$ cat src/ice_bus_pkg.sv
package ice_bus_pkg;

	// Command type bytes from the host
	localparam logic [7:0] CMD_VERSION = "V";
	localparam logic [7:0] CMD_SET = "_";
	localparam logic [7:0] CMD_GET = "?";

	// Response type bytes
	localparam logic [7:0] TYPE_ACK = 8'h00;
	localparam logic [7:0] TYPE_NAK = 8'h01;

	// Unsolicited GPIO change report
	localparam logic [7:0] TYPE_GPIO_EVT = "g";

	// Reported by the version query
	localparam logic [7:0] VERSION_MAJOR = 8'd0;
	localparam logic [7:0] VERSION_MINOR = 8'd4;

	// One byte on the shared response bus
	// Last marks the final byte of a response frame
	typedef struct packed {
		logic valid;
		logic last;
		logic [7:0] data;
	} sl_word_t;

endpackage

$ cat src/ice_cfg_pkg.sv
package ice_cfg_pkg;

	// Setting ids, first payload byte of a set or get frame
	localparam logic [7:0] SET_ID_DIRECTION = "d";
	localparam logic [7:0] SET_ID_LEVEL = "l";

	// Event id carried by GPIO event frames
	// Counts frames sent, wraps at 256
	typedef logic [7:0] evt_tag_t;

endpackage

$ cat src/ice_ma_if.sv
`timescale 1ns/1ps

interface ice_ma_if;

	// Frame type, stable while the frame is open
	logic [7:0] ma_addr;
	// Host event id, echoed in the reply
	logic [7:0] ma_event_id;
	// Payload byte, qualified by ma_data_valid
	logic [7:0] ma_data;
	// One pulse per payload byte
	logic ma_data_valid;
	// High while a frame is open
	// Peers decode on its falling edge
	logic ma_frame_valid;

	// Frame controller side
	modport master (
		output ma_addr, ma_event_id, ma_data, ma_data_valid, ma_frame_valid
	);

	// Peer side
	modport slave (
		input ma_addr, ma_event_id, ma_data, ma_data_valid, ma_frame_valid
	);

endinterface

$ cat src/ice_frame_ctrl.sv
`timescale 1ns/1ps

module ice_frame_ctrl import ice_bus_pkg::*; (
	input  logic       reset,
	input  logic       clk,
	// Host bytes in, one strobe per byte
	input  logic [7:0] rx_char,
	input  logic       rx_char_valid,
	// Host bytes out, host takes one per cycle
	output logic [7:0] tx_char,
	output logic       tx_char_valid,
	// Command broadcast to all peers
	ice_ma_if.master   ma,
	// Word of the currently granted peer
	input  sl_word_t   resp_word
);

	// Frame layout: type, event id, length, payload
	typedef enum logic [1:0] {
		ST_TYPE,
		ST_EVENT,
		ST_LEN,
		ST_PAYLOAD
	} parse_state_t;

	parse_state_t state;
	// Payload bytes still expected
	logic [7:0] remain;
	// Closes the frame on the next edge
	logic frame_close;

	// Parser and master bus strobes
	always_ff @(posedge reset or posedge clk) begin
		if (clk) begin
			state <= ST_TYPE;
			remain <= '0;
			frame_close <= 1'b0;
			ma.ma_frame_valid <= 1'b0;
			ma.ma_data_valid <= 1'b0;
		end else begin
			// Data strobe is a single cycle
			ma.ma_data_valid <= 1'b0;
			// Frame level drops one cycle after the last strobe
			if (frame_close) begin
				ma.ma_frame_valid <= 1'b0;
				frame_close <= 1'b0;
			end
			if (rx_char_valid) begin
				case (state)
					ST_TYPE: begin
						state <= ST_EVENT;
					end
					ST_EVENT: begin
						state <= ST_LEN;
					end
					ST_LEN: begin
						remain <= rx_char;
						// Frame opens once the length is known
						ma.ma_frame_valid <= 1'b1;
						if (rx_char == 8'd0) begin
							// Empty frame, open for a single cycle
							frame_close <= 1'b1;
							state <= ST_TYPE;
						end else begin
							state <= ST_PAYLOAD;
						end
					end
					ST_PAYLOAD: begin
						remain <= remain - 8'd1;
						ma.ma_data_valid <= 1'b1;
						if (remain == 8'd1) begin
							frame_close <= 1'b1;
							state <= ST_TYPE;
						end
					end
					default: begin
						state <= ST_TYPE;
					end
				endcase
			end
		end
	end

	// Held frame fields and payload byte
	always_ff @(posedge reset) begin
		if (rx_char_valid) begin
			if (state == ST_TYPE) begin
				ma.ma_addr <= rx_char;
			end
			if (state == ST_EVENT) begin
				ma.ma_event_id <= rx_char;
			end
			if (state == ST_PAYLOAD) begin
				ma.ma_data <= rx_char;
			end
		end
	end

	// Response path
	// Arbiter already muxes the granted word, so one register stage here
	always_ff @(posedge reset or posedge clk) begin
		if (clk) begin
			tx_char_valid <= 1'b0;
		end else begin
			tx_char_valid <= resp_word.valid;
		end
	end

	// Byte holds between words
	always_ff @(posedge reset) begin
		if (resp_word.valid) begin
			tx_char <= resp_word.data;
		end
	end

endmodule

$ cat src/ice_resp_arbiter.sv
`timescale 1ns/1ps

module ice_resp_arbiter import ice_bus_pkg::*; #(
	parameter int NUM_DEV = 2
) (
	input  logic               reset,
	input  logic               clk,
	// One request and grant bit per peer
	input  logic [NUM_DEV-1:0] sl_request,
	output logic [NUM_DEV-1:0] sl_grant,
	// Words from every peer, only the granted one passes
	input  sl_word_t           peer_word [NUM_DEV],
	output sl_word_t           resp_word
);

	// Lowest requesting index
	logic [NUM_DEV-1:0] pick;

	// Isolate lowest set bit
	assign pick = sl_request & (~sl_request + NUM_DEV'(1));

	// Grant locks for a whole response frame
	always_ff @(posedge reset or posedge clk) begin
		if (clk) begin
			sl_grant <= '0;
		end else if (|sl_grant) begin
			// Released the cycle after the last word
			if (resp_word.valid && resp_word.last) begin
				sl_grant <= '0;
			end
		end else begin
			sl_grant <= pick;
		end
	end

	// Word mux, one-hot select
	always_comb begin
		resp_word = '0;
		for (int i = 0; i < NUM_DEV; i++) begin
			if (sl_grant[i]) begin
				resp_word = peer_word[i];
			end
		end
	end

endmodule

$ cat src/ice_basics.sv
`timescale 1ns/1ps

module ice_basics import ice_bus_pkg::*, ice_cfg_pkg::*; #(
	parameter int GPIO_WIDTH = 16
) (
	input  logic                  reset,
	input  logic                  clk,
	ice_ma_if.slave               ma,
	output logic                  sl_request,
	input  logic                  sl_grant,
	output sl_word_t              sl_word,
	// Settings consumed by the GPIO peer
	output logic [GPIO_WIDTH-1:0] gpio_level,
	output logic [GPIO_WIDTH-1:0] gpio_direction
);

	localparam int NB = GPIO_WIDTH / 8;
	// Reply payload holds a setting or the two version bytes
	localparam int PAY_W = (GPIO_WIDTH > 16) ? GPIO_WIDTH : 16;
	localparam int CNT_W = $clog2(NB + 2);

	logic fv_q;
	logic frame_end;
	logic accept;
	logic [7:0] frm_type;
	logic [7:0] frm_id;
	// Setting id plus value bytes, extra bytes dropped
	logic [CNT_W-1:0] pay_cnt;
	logic [7:0] pay_buf [NB+1];
	logic [GPIO_WIDTH-1:0] wr_value;
	logic id_dir;
	logic id_lvl;
	logic wr_ok;
	logic rd_ok;
	logic sending;
	logic [7:0] word_idx;
	logic [7:0] resp_type;
	logic [7:0] resp_id;
	logic [7:0] resp_len;
	logic [PAY_W-1:0] resp_pay;

	assign frame_end = fv_q & ~ma.ma_frame_valid;
	// Frames during a pending reply are dropped
	assign accept = frame_end & ~sl_request;

	// Value arrives MSB first
	always_comb begin
		for (int k = 0; k < NB; k++) begin
			wr_value[GPIO_WIDTH-1-8*k -: 8] = pay_buf[k+1];
		end
	end

	assign id_dir = (pay_buf[0] == SET_ID_DIRECTION);
	assign id_lvl = (pay_buf[0] == SET_ID_LEVEL);
	// Write needs the id and a full value
	assign wr_ok = (pay_cnt == CNT_W'(NB + 1)) && (id_dir || id_lvl);
	assign rd_ok = (pay_cnt != '0) && (id_dir || id_lvl);

	// Capture header and payload while the frame is open
	always_ff @(posedge reset) begin
		if (ma.ma_frame_valid) begin
			frm_type <= ma.ma_addr;
			frm_id <= ma.ma_event_id;
		end
		if (ma.ma_data_valid && pay_cnt <= CNT_W'(NB)) begin
			pay_buf[pay_cnt] <= ma.ma_data;
		end
	end

	// Reply contents, decoded at frame end
	always_ff @(posedge reset) begin
		if (accept) begin
			resp_id <= frm_id;
			resp_type <= TYPE_NAK;
			resp_len <= 8'd0;
			resp_pay <= PAY_W'(id_dir ? gpio_direction : gpio_level) << (PAY_W - GPIO_WIDTH);
			case (frm_type)
				CMD_VERSION: begin
					resp_type <= CMD_VERSION;
					resp_len <= 8'd2;
					resp_pay <= PAY_W'({VERSION_MAJOR, VERSION_MINOR}) << (PAY_W - 16);
				end
				CMD_SET: begin
					if (wr_ok) begin
						resp_type <= TYPE_ACK;
					end
				end
				CMD_GET: begin
					if (rd_ok) begin
						resp_type <= TYPE_ACK;
						resp_len <= 8'(NB);
					end
				end
				default: begin
					resp_type <= TYPE_NAK;
				end
			endcase
		end else if (sending && word_idx >= 8'd3) begin
			// Next payload byte to the top
			resp_pay <= resp_pay << 8;
		end
	end

	always_ff @(posedge reset or posedge clk) begin
		if (clk) begin
			fv_q <= 1'b0;
			pay_cnt <= '0;
			gpio_level <= '0;
			gpio_direction <= '0;
			sl_request <= 1'b0;
			sending <= 1'b0;
			word_idx <= '0;
		end else begin
			fv_q <= ma.ma_frame_valid;
			if (frame_end) begin
				pay_cnt <= '0;
			end else if (ma.ma_data_valid && pay_cnt != CNT_W'(NB + 1)) begin
				pay_cnt <= pay_cnt + 1'b1;
			end
			if (accept) begin
				sl_request <= 1'b1;
				if (frm_type == CMD_SET && wr_ok && id_dir) begin
					gpio_direction <= wr_value;
				end
				if (frm_type == CMD_SET && wr_ok && id_lvl) begin
					gpio_level <= wr_value;
				end
			end
			// Words start the cycle after the grant is seen
			if (sl_request && sl_grant && !sending) begin
				sending <= 1'b1;
				word_idx <= '0;
			end else if (sending) begin
				word_idx <= word_idx + 8'd1;
				if (sl_word.last) begin
					sending <= 1'b0;
					sl_request <= 1'b0;
				end
			end
		end
	end

	// Header bytes, then payload
	always_comb begin
		sl_word.valid = sending;
		sl_word.last = sending && (word_idx == resp_len + 8'd2);
		case (word_idx)
			8'd0: sl_word.data = resp_type;
			8'd1: sl_word.data = resp_id;
			8'd2: sl_word.data = resp_len;
			default: sl_word.data = resp_pay[PAY_W-1 -: 8];
		endcase
	end

endmodule

$ cat src/ice_gpio.sv
`timescale 1ns/1ps

module ice_gpio import ice_bus_pkg::*, ice_cfg_pkg::*; #(
	parameter int GPIO_WIDTH = 16
) (
	input  logic                  reset,
	input  logic                  clk,
	// Settings from the basics peer
	input  logic [GPIO_WIDTH-1:0] gpio_level,
	input  logic [GPIO_WIDTH-1:0] gpio_direction,
	// Pad side
	input  logic [GPIO_WIDTH-1:0] gpio_in,
	output logic [GPIO_WIDTH-1:0] gpio_out,
	output logic [GPIO_WIDTH-1:0] gpio_oe,
	output logic                  sl_request,
	input  logic                  sl_grant,
	output sl_word_t              sl_word
);

	localparam int NB = GPIO_WIDTH / 8;

	logic [GPIO_WIDTH-1:0] sync_1;
	logic [GPIO_WIDTH-1:0] sync_2;
	// Previous synchronized value for edge detection
	logic [GPIO_WIDTH-1:0] in_q;
	// Inputs with output bits forced low
	logic [GPIO_WIDTH-1:0] in_mask;
	logic change;
	logic pending;
	logic start;
	logic sending;
	logic [7:0] word_idx;
	evt_tag_t tag;
	logic [GPIO_WIDTH-1:0] evt_bits;

	// Direction bit 1 drives the pad
	assign gpio_oe = gpio_direction;
	assign gpio_out = gpio_level & gpio_direction;

	assign in_mask = sync_2 & ~gpio_direction;
	// Only input-direction bits raise events
	assign change = |((sync_2 ^ in_q) & ~gpio_direction);
	assign start = sl_request & sl_grant & ~sending;

	always_ff @(posedge reset or posedge clk) begin
		if (clk) begin
			sync_1 <= '0;
			sync_2 <= '0;
			in_q <= '0;
			pending <= 1'b0;
			sl_request <= 1'b0;
			sending <= 1'b0;
			word_idx <= '0;
			tag <= '0;
		end else begin
			sync_1 <= gpio_in;
			sync_2 <= sync_1;
			in_q <= sync_2;
			if (start) begin
				sending <= 1'b1;
				word_idx <= '0;
				// Sample covers earlier changes, a change right now stays pending
				pending <= change;
			end else begin
				if (change) begin
					pending <= 1'b1;
				end
				if (sending) begin
					word_idx <= word_idx + 8'd1;
					if (sl_word.last) begin
						sending <= 1'b0;
						sl_request <= 1'b0;
						tag <= tag + evt_tag_t'(1);
					end
				end else if (pending && !sl_request) begin
					sl_request <= 1'b1;
				end
			end
		end
	end

	// Input snapshot at grant, shifted out MSB first
	always_ff @(posedge reset) begin
		if (start) begin
			evt_bits <= in_mask;
		end else if (sending && word_idx >= 8'd3) begin
			evt_bits <= evt_bits << 8;
		end
	end

	always_comb begin
		sl_word.valid = sending;
		sl_word.last = sending && (word_idx == 8'(NB + 2));
		case (word_idx)
			8'd0: sl_word.data = TYPE_GPIO_EVT;
			8'd1: sl_word.data = tag;
			8'd2: sl_word.data = 8'(NB);
			default: sl_word.data = evt_bits[GPIO_WIDTH-1 -: 8];
		endcase
	end

endmodule

$ cat src/ice_bus.sv
`timescale 1ns/1ps

module ice_bus import ice_bus_pkg::*; #(
	parameter int NUM_DEV = 2,
	parameter int GPIO_WIDTH = 16
) (
	input  logic                  reset,
	input  logic                  clk,
	// Host byte stream
	input  logic [7:0]            rx_char,
	input  logic                  rx_char_valid,
	output logic [7:0]            tx_char,
	output logic                  tx_char_valid,
	// GPIO pads
	input  logic [GPIO_WIDTH-1:0] gpio_in,
	output logic [GPIO_WIDTH-1:0] gpio_out,
	output logic [GPIO_WIDTH-1:0] gpio_oe
);

	// Command broadcast
	ice_ma_if u_ma ();

	// Response bus, basics at 0 and GPIO at 1
	logic [NUM_DEV-1:0] sl_request;
	logic [NUM_DEV-1:0] sl_grant;
	sl_word_t peer_word [NUM_DEV];
	sl_word_t resp_word;

	// Settings from basics to GPIO
	logic [GPIO_WIDTH-1:0] gpio_level;
	logic [GPIO_WIDTH-1:0] gpio_direction;

	ice_frame_ctrl u_frame_ctrl (
		.reset         (reset),
		.clk           (clk),
		.rx_char       (rx_char),
		.rx_char_valid (rx_char_valid),
		.tx_char       (tx_char),
		.tx_char_valid (tx_char_valid),
		.ma            (u_ma.master),
		.resp_word     (resp_word)
	);

	ice_resp_arbiter #(
		.NUM_DEV (NUM_DEV)
	) u_arbiter (
		.reset      (reset),
		.clk        (clk),
		.sl_request (sl_request),
		.sl_grant   (sl_grant),
		.peer_word  (peer_word),
		.resp_word  (resp_word)
	);

	ice_basics #(
		.GPIO_WIDTH (GPIO_WIDTH)
	) u_basics (
		.reset          (reset),
		.clk            (clk),
		.ma             (u_ma.slave),
		.sl_request     (sl_request[0]),
		.sl_grant       (sl_grant[0]),
		.sl_word        (peer_word[0]),
		.gpio_level     (gpio_level),
		.gpio_direction (gpio_direction)
	);

	// Event source, answers no commands
	ice_gpio #(
		.GPIO_WIDTH (GPIO_WIDTH)
	) u_gpio (
		.reset          (reset),
		.clk            (clk),
		.gpio_level     (gpio_level),
		.gpio_direction (gpio_direction),
		.gpio_in        (gpio_in),
		.gpio_out       (gpio_out),
		.gpio_oe        (gpio_oe),
		.sl_request     (sl_request[1]),
		.sl_grant       (sl_grant[1]),
		.sl_word        (peer_word[1])
	);

endmodule

$ cat config.mk
export PLATFORM = sky130hd
export DESIGN_NAME = ice_bus
export DESIGN_NICKNAME = d
export VERILOG_FILES = /design/src/ice_bus_pkg.sv /design/src/ice_cfg_pkg.sv /design/src/ice_ma_if.sv /design/src/ice_frame_ctrl.sv /design/src/ice_resp_arbiter.sv /design/src/ice_basics.sv /design/src/ice_gpio.sv /design/src/ice_bus.sv
export SDC_FILE = /design/constraint.sdc
export NUM_CORES = 1
export LEC_CHECK = 0
export ABC_AREA = 1
export BUFFER_PORTS_ARGS = -buffer_cell sky130_fd_sc_hd__buf_4
export CORE_ASPECT_RATIO = 2
export CORE_MARGIN = 1
export CORE_UTILIZATION = 65
export CTS_CLUSTER_DIAMETER = 60
export DETAILED_ROUTE_END_ITERATION = 8
export PLACE_DENSITY = 0.93
export REMOVE_ABC_BUFFERS = 1
export SLEW_MARGIN = 15
export SYNTH_ARGS = -nofsm -noshare
export SYNTH_HDL_FRONTEND = slang
export SYNTH_SLANG_ARGS = --single-unit
$ cat constraint.sdc
create_clock -name reset -period 9.1 [get_ports reset]
set_clock_uncertainty 0.1 [all_clocks]
set_input_delay 1.365 -clock reset [delete_from_list [all_inputs] [get_ports reset]]
set_output_delay 1.365 -clock reset [all_outputs]
set_load 0.03 [all_outputs]
==> results.yml <==
logic_synthesis:
  synth-main-ff-cell: "dfrtp_1"
  synth_warnings: 0
  synth_area_per_cell_um2: 10.2
  synth_top_family_by_area: "simple AND/OR/NAND/NOR gates"
  syn_inst: 999
  synth_seq_cells: 243
  synthAdderAreaFrac: 0.0185
  synth_xor_area_frac: 0.0129
  synth-simple-area-share: 0.201
  synth_edf_count: 115
  async_reset_ff_frac: 0.527
  synth_area_um2: 10100
  synth_compound_area_frac: 0.0538
  synth-seq-area-share: 0.656
  synth_mux_area_frac: 0
  ys_types: 34
worst_setup_path:
  path_delay_family: "flip-flops"
  cp_slowest_cell: "dfrtp_1"
  path_cells: "nand2_1 -> inv_1 -> buf_4"
  path_buf_inv: 2
  critical_path_arrival_ps: 1480
  crit_fanout: 6
  worstSetupStartpointType: "flip-flop"
  crit_path_end_kind: "output pin"
  slowest_delay_ps: 530
  critPathRequiredTime_ps: 7640
  path_class: "reg -> out"
drt:
  drtIter0Drc: 612
  antenna_left: 0
  wl_per_cell_um: 18.5
  avgViaCountPerCell: 5.75
  post-route-drc-count: 0
  dr.pass1.iters: 8
  vias: 7405
  totalWireLength_mm: 23.9
global_route:
  gr-total-overflow: 0
  grt_use_total: 0.299
  antenna_found_initial: 0
  grt_max_degree: 74
  grt_pass1_wl_mm: 36.6
  grt_pass1_vias: 7455
clock_network:
  post_cts_resized: 0
  post_cts_buffers: 0
  cts_hold_buf: 0
  clock_latency_ps: 510
  clock_sinks: 243
  numCtsBuffers: 22
  cts_tree: "yes"
  cts_root_buffer: "clkbuf_16"
  clk_pin_slew_ps: 70
  cts_max_level: 1
  cts.path.max_buffers: 3
finish:
  register_area_um2: 6660
  final_cell_mix: "nand2_1, dfrtp_1, inv_1, edfxtp_1, nor2_1"
  multiInputGateArea_um2: 2910
  layout-drive-gt1-share: 0.106
  nFillCells: 953
  mostFrequentLayoutCell: "nand2_1"
  final_nets: 1117
  diodes: 0
  final_cells: 1288
  area_growth_pct: 12.8
timing:
  finalHoldViolCount: 0
  rsz0062_at_grt: "false"
  max_freq_ghz: 0.340
  max_slew_margin: 0.250
  worst_pin_slew_ps: 1120
  setup_ws_ps: 6160
  setup_tns_ps: 0
  min_period_ps: 2940
  min_period_over_period: 0.323
  maxSlewViolCount: 0
  holdWs_ps: 245
  finalSetupViolCount: 0
place:
  hpwl_mm: 16.6
  post-place-ws_ps: 6050
  place_congestion: 0.953
  place.port_buffers: 67
  place_inst: 1249
floorplanning:
  core_um2: 15300
  ios: 68
  rows: 64
  die_y_um: 179
  start_util: 0.663
  fp.dieW_um: 90.4
  die_area_um2: 16100
run_status:
  outcome: "finished, final reports clean"
job:
  maxCapViolCount: 0
power:
  p_per_area_nw_per_um2: 272
  vdd_drop_max_v: 0.000236
  power.leakage_nw: 5.49
worst_hold_path:
  hold_class: "reg -> reg"
-- path summary, 6_finish.rpt --
path / from / to / slack [ps] / cells past startpoint
setup / recovery: u_basics.gpio_direction[5]$_DFFE_PP0P_ / gpio_out[5] / 6160 / 3
setup reg to reg: u_frame_ctrl.ma.ma_frame_valid$_DFF_PP0_ / u_basics.gpio_direction[12]$_DFFE_PP0P_ / 6390 / 8
max in group asynchronous: clk / u_frame_ctrl.state[0]$_DFFE_PP0P_ / 6660 / 3
hold / removal: u_gpio.sync_1[3]$_DFF_PP0_ / u_gpio.sync_2[3]$_DFF_PP0_ / 240 / 0
min in group asynchronous: clk / u_basics.sl_request$_DFF_PP0_ / 990 / 2
hold reg to reg: u_gpio.sync_1[3]$_DFF_PP0_ / u_gpio.sync_2[3]$_DFF_PP0_ / 240 / 0
-- power by group --
| part | total [W] | internal [W] | leakage (nW) | switching [W] |
|---|---|---|---|---|
| Combinational | 0.000731 | 0.000217 | 2.45 | 0.000514 |
| Clock | 0.000852 | 0.000467 | 0.313 | 0.000385 |
| Sequential | 0.00154 | 0.00140 | 2.73 | 0.000135 |
-- routing by layer --
metal | GRT usage | up-vias | part of all wire
li1 | - | 3381 | -
met3 | 0.0327 | 136 | 0.061
met4 | 0.228 | 0 | 0.085
met5 | 0 | - | 0
met1 | 0.302 | 3492 | 0.32
met2 | 0.558 | 396 | 0.53
-- sequential cells by signal, summed over array words and instances (netlist names), 16 cells and up --
signal and cells:
u_basics.pay_buf 24, u_basics.gpio_level 16, u_basics.gpio_direction 16, u_basics.resp_pay 16
u_gpio.sync_1 16, u_gpio.evt_bits 16, u_gpio.in_q 16, u_gpio.sync_2 16
-- synthesized netlist by cell type (5+ instances only) --
| cell type | count | area [um2] |
|---|---|---|
| a21oi_1 | 29 | 145 |
| buf_2 | 6 | 30.0 |
| buf_6 | 5 | 56.3 |
| dfrtp_1 | 128 | 3200 |
| edfxtp_1 | 115 | 3450 |
| ha_1 | 15 | 188 |
| inv_1 | 120 | 450 |
| nand2_1 | 309 | 1160 |
| nand3_1 | 66 | 330 |
| nand4_1 | 9 | 56.3 |
| nor2_1 | 72 | 270 |
| nor3_1 | 11 | 55.1 |
| o21ai_0 | 60 | 300 |
| o22ai_1 | 6 | 37.5 |
| xnor2_1 | 8 | 70.1 |
| xor2_1 | 7 | 61.3 |
-- final cells by class --
type	instances	share of cell area
multi-input cells	615	0.254
flip-flops and latches	243	0.581
well taps	198	0.0216
repair buffers	69	0.0452
inverters	124	0.0409
clock inverters	8	0.00437
clock buffers	31	0.0529
-- logic make-up (layout without fill, tap and decap cells) --
group	after synthesis	in the layout
AOI/OAI and AO/OA	103	103
xor gates and xnor gates	15	15
adders and majority gates	15	15
buffers and inverters	141	232
DFF	243	243
and+or+nand+nor	482	482
-- worst reg2reg max path: stages, from the launching register on --
cell and delay (ps):
dfrtp_1 640, inv_2 190, nand2_2 140, nor2_4 340, inv_2 220, nor2_4 490
nand2_4 250, nand2_1 140, nand2_1 70
-- per-stage QoR --
stage	utilization	power [W]	instance area [um2]
finish	0.749	0.00312	11500
global route	0.749	0.00326	11500
CTS	0.749	0.00311	11500
detailed placement	0.706	0.00226	10800
global placement	0.706	0.00221	10800
floorplan	-	0.00202	10000
(Power assumes the default switching activity.)
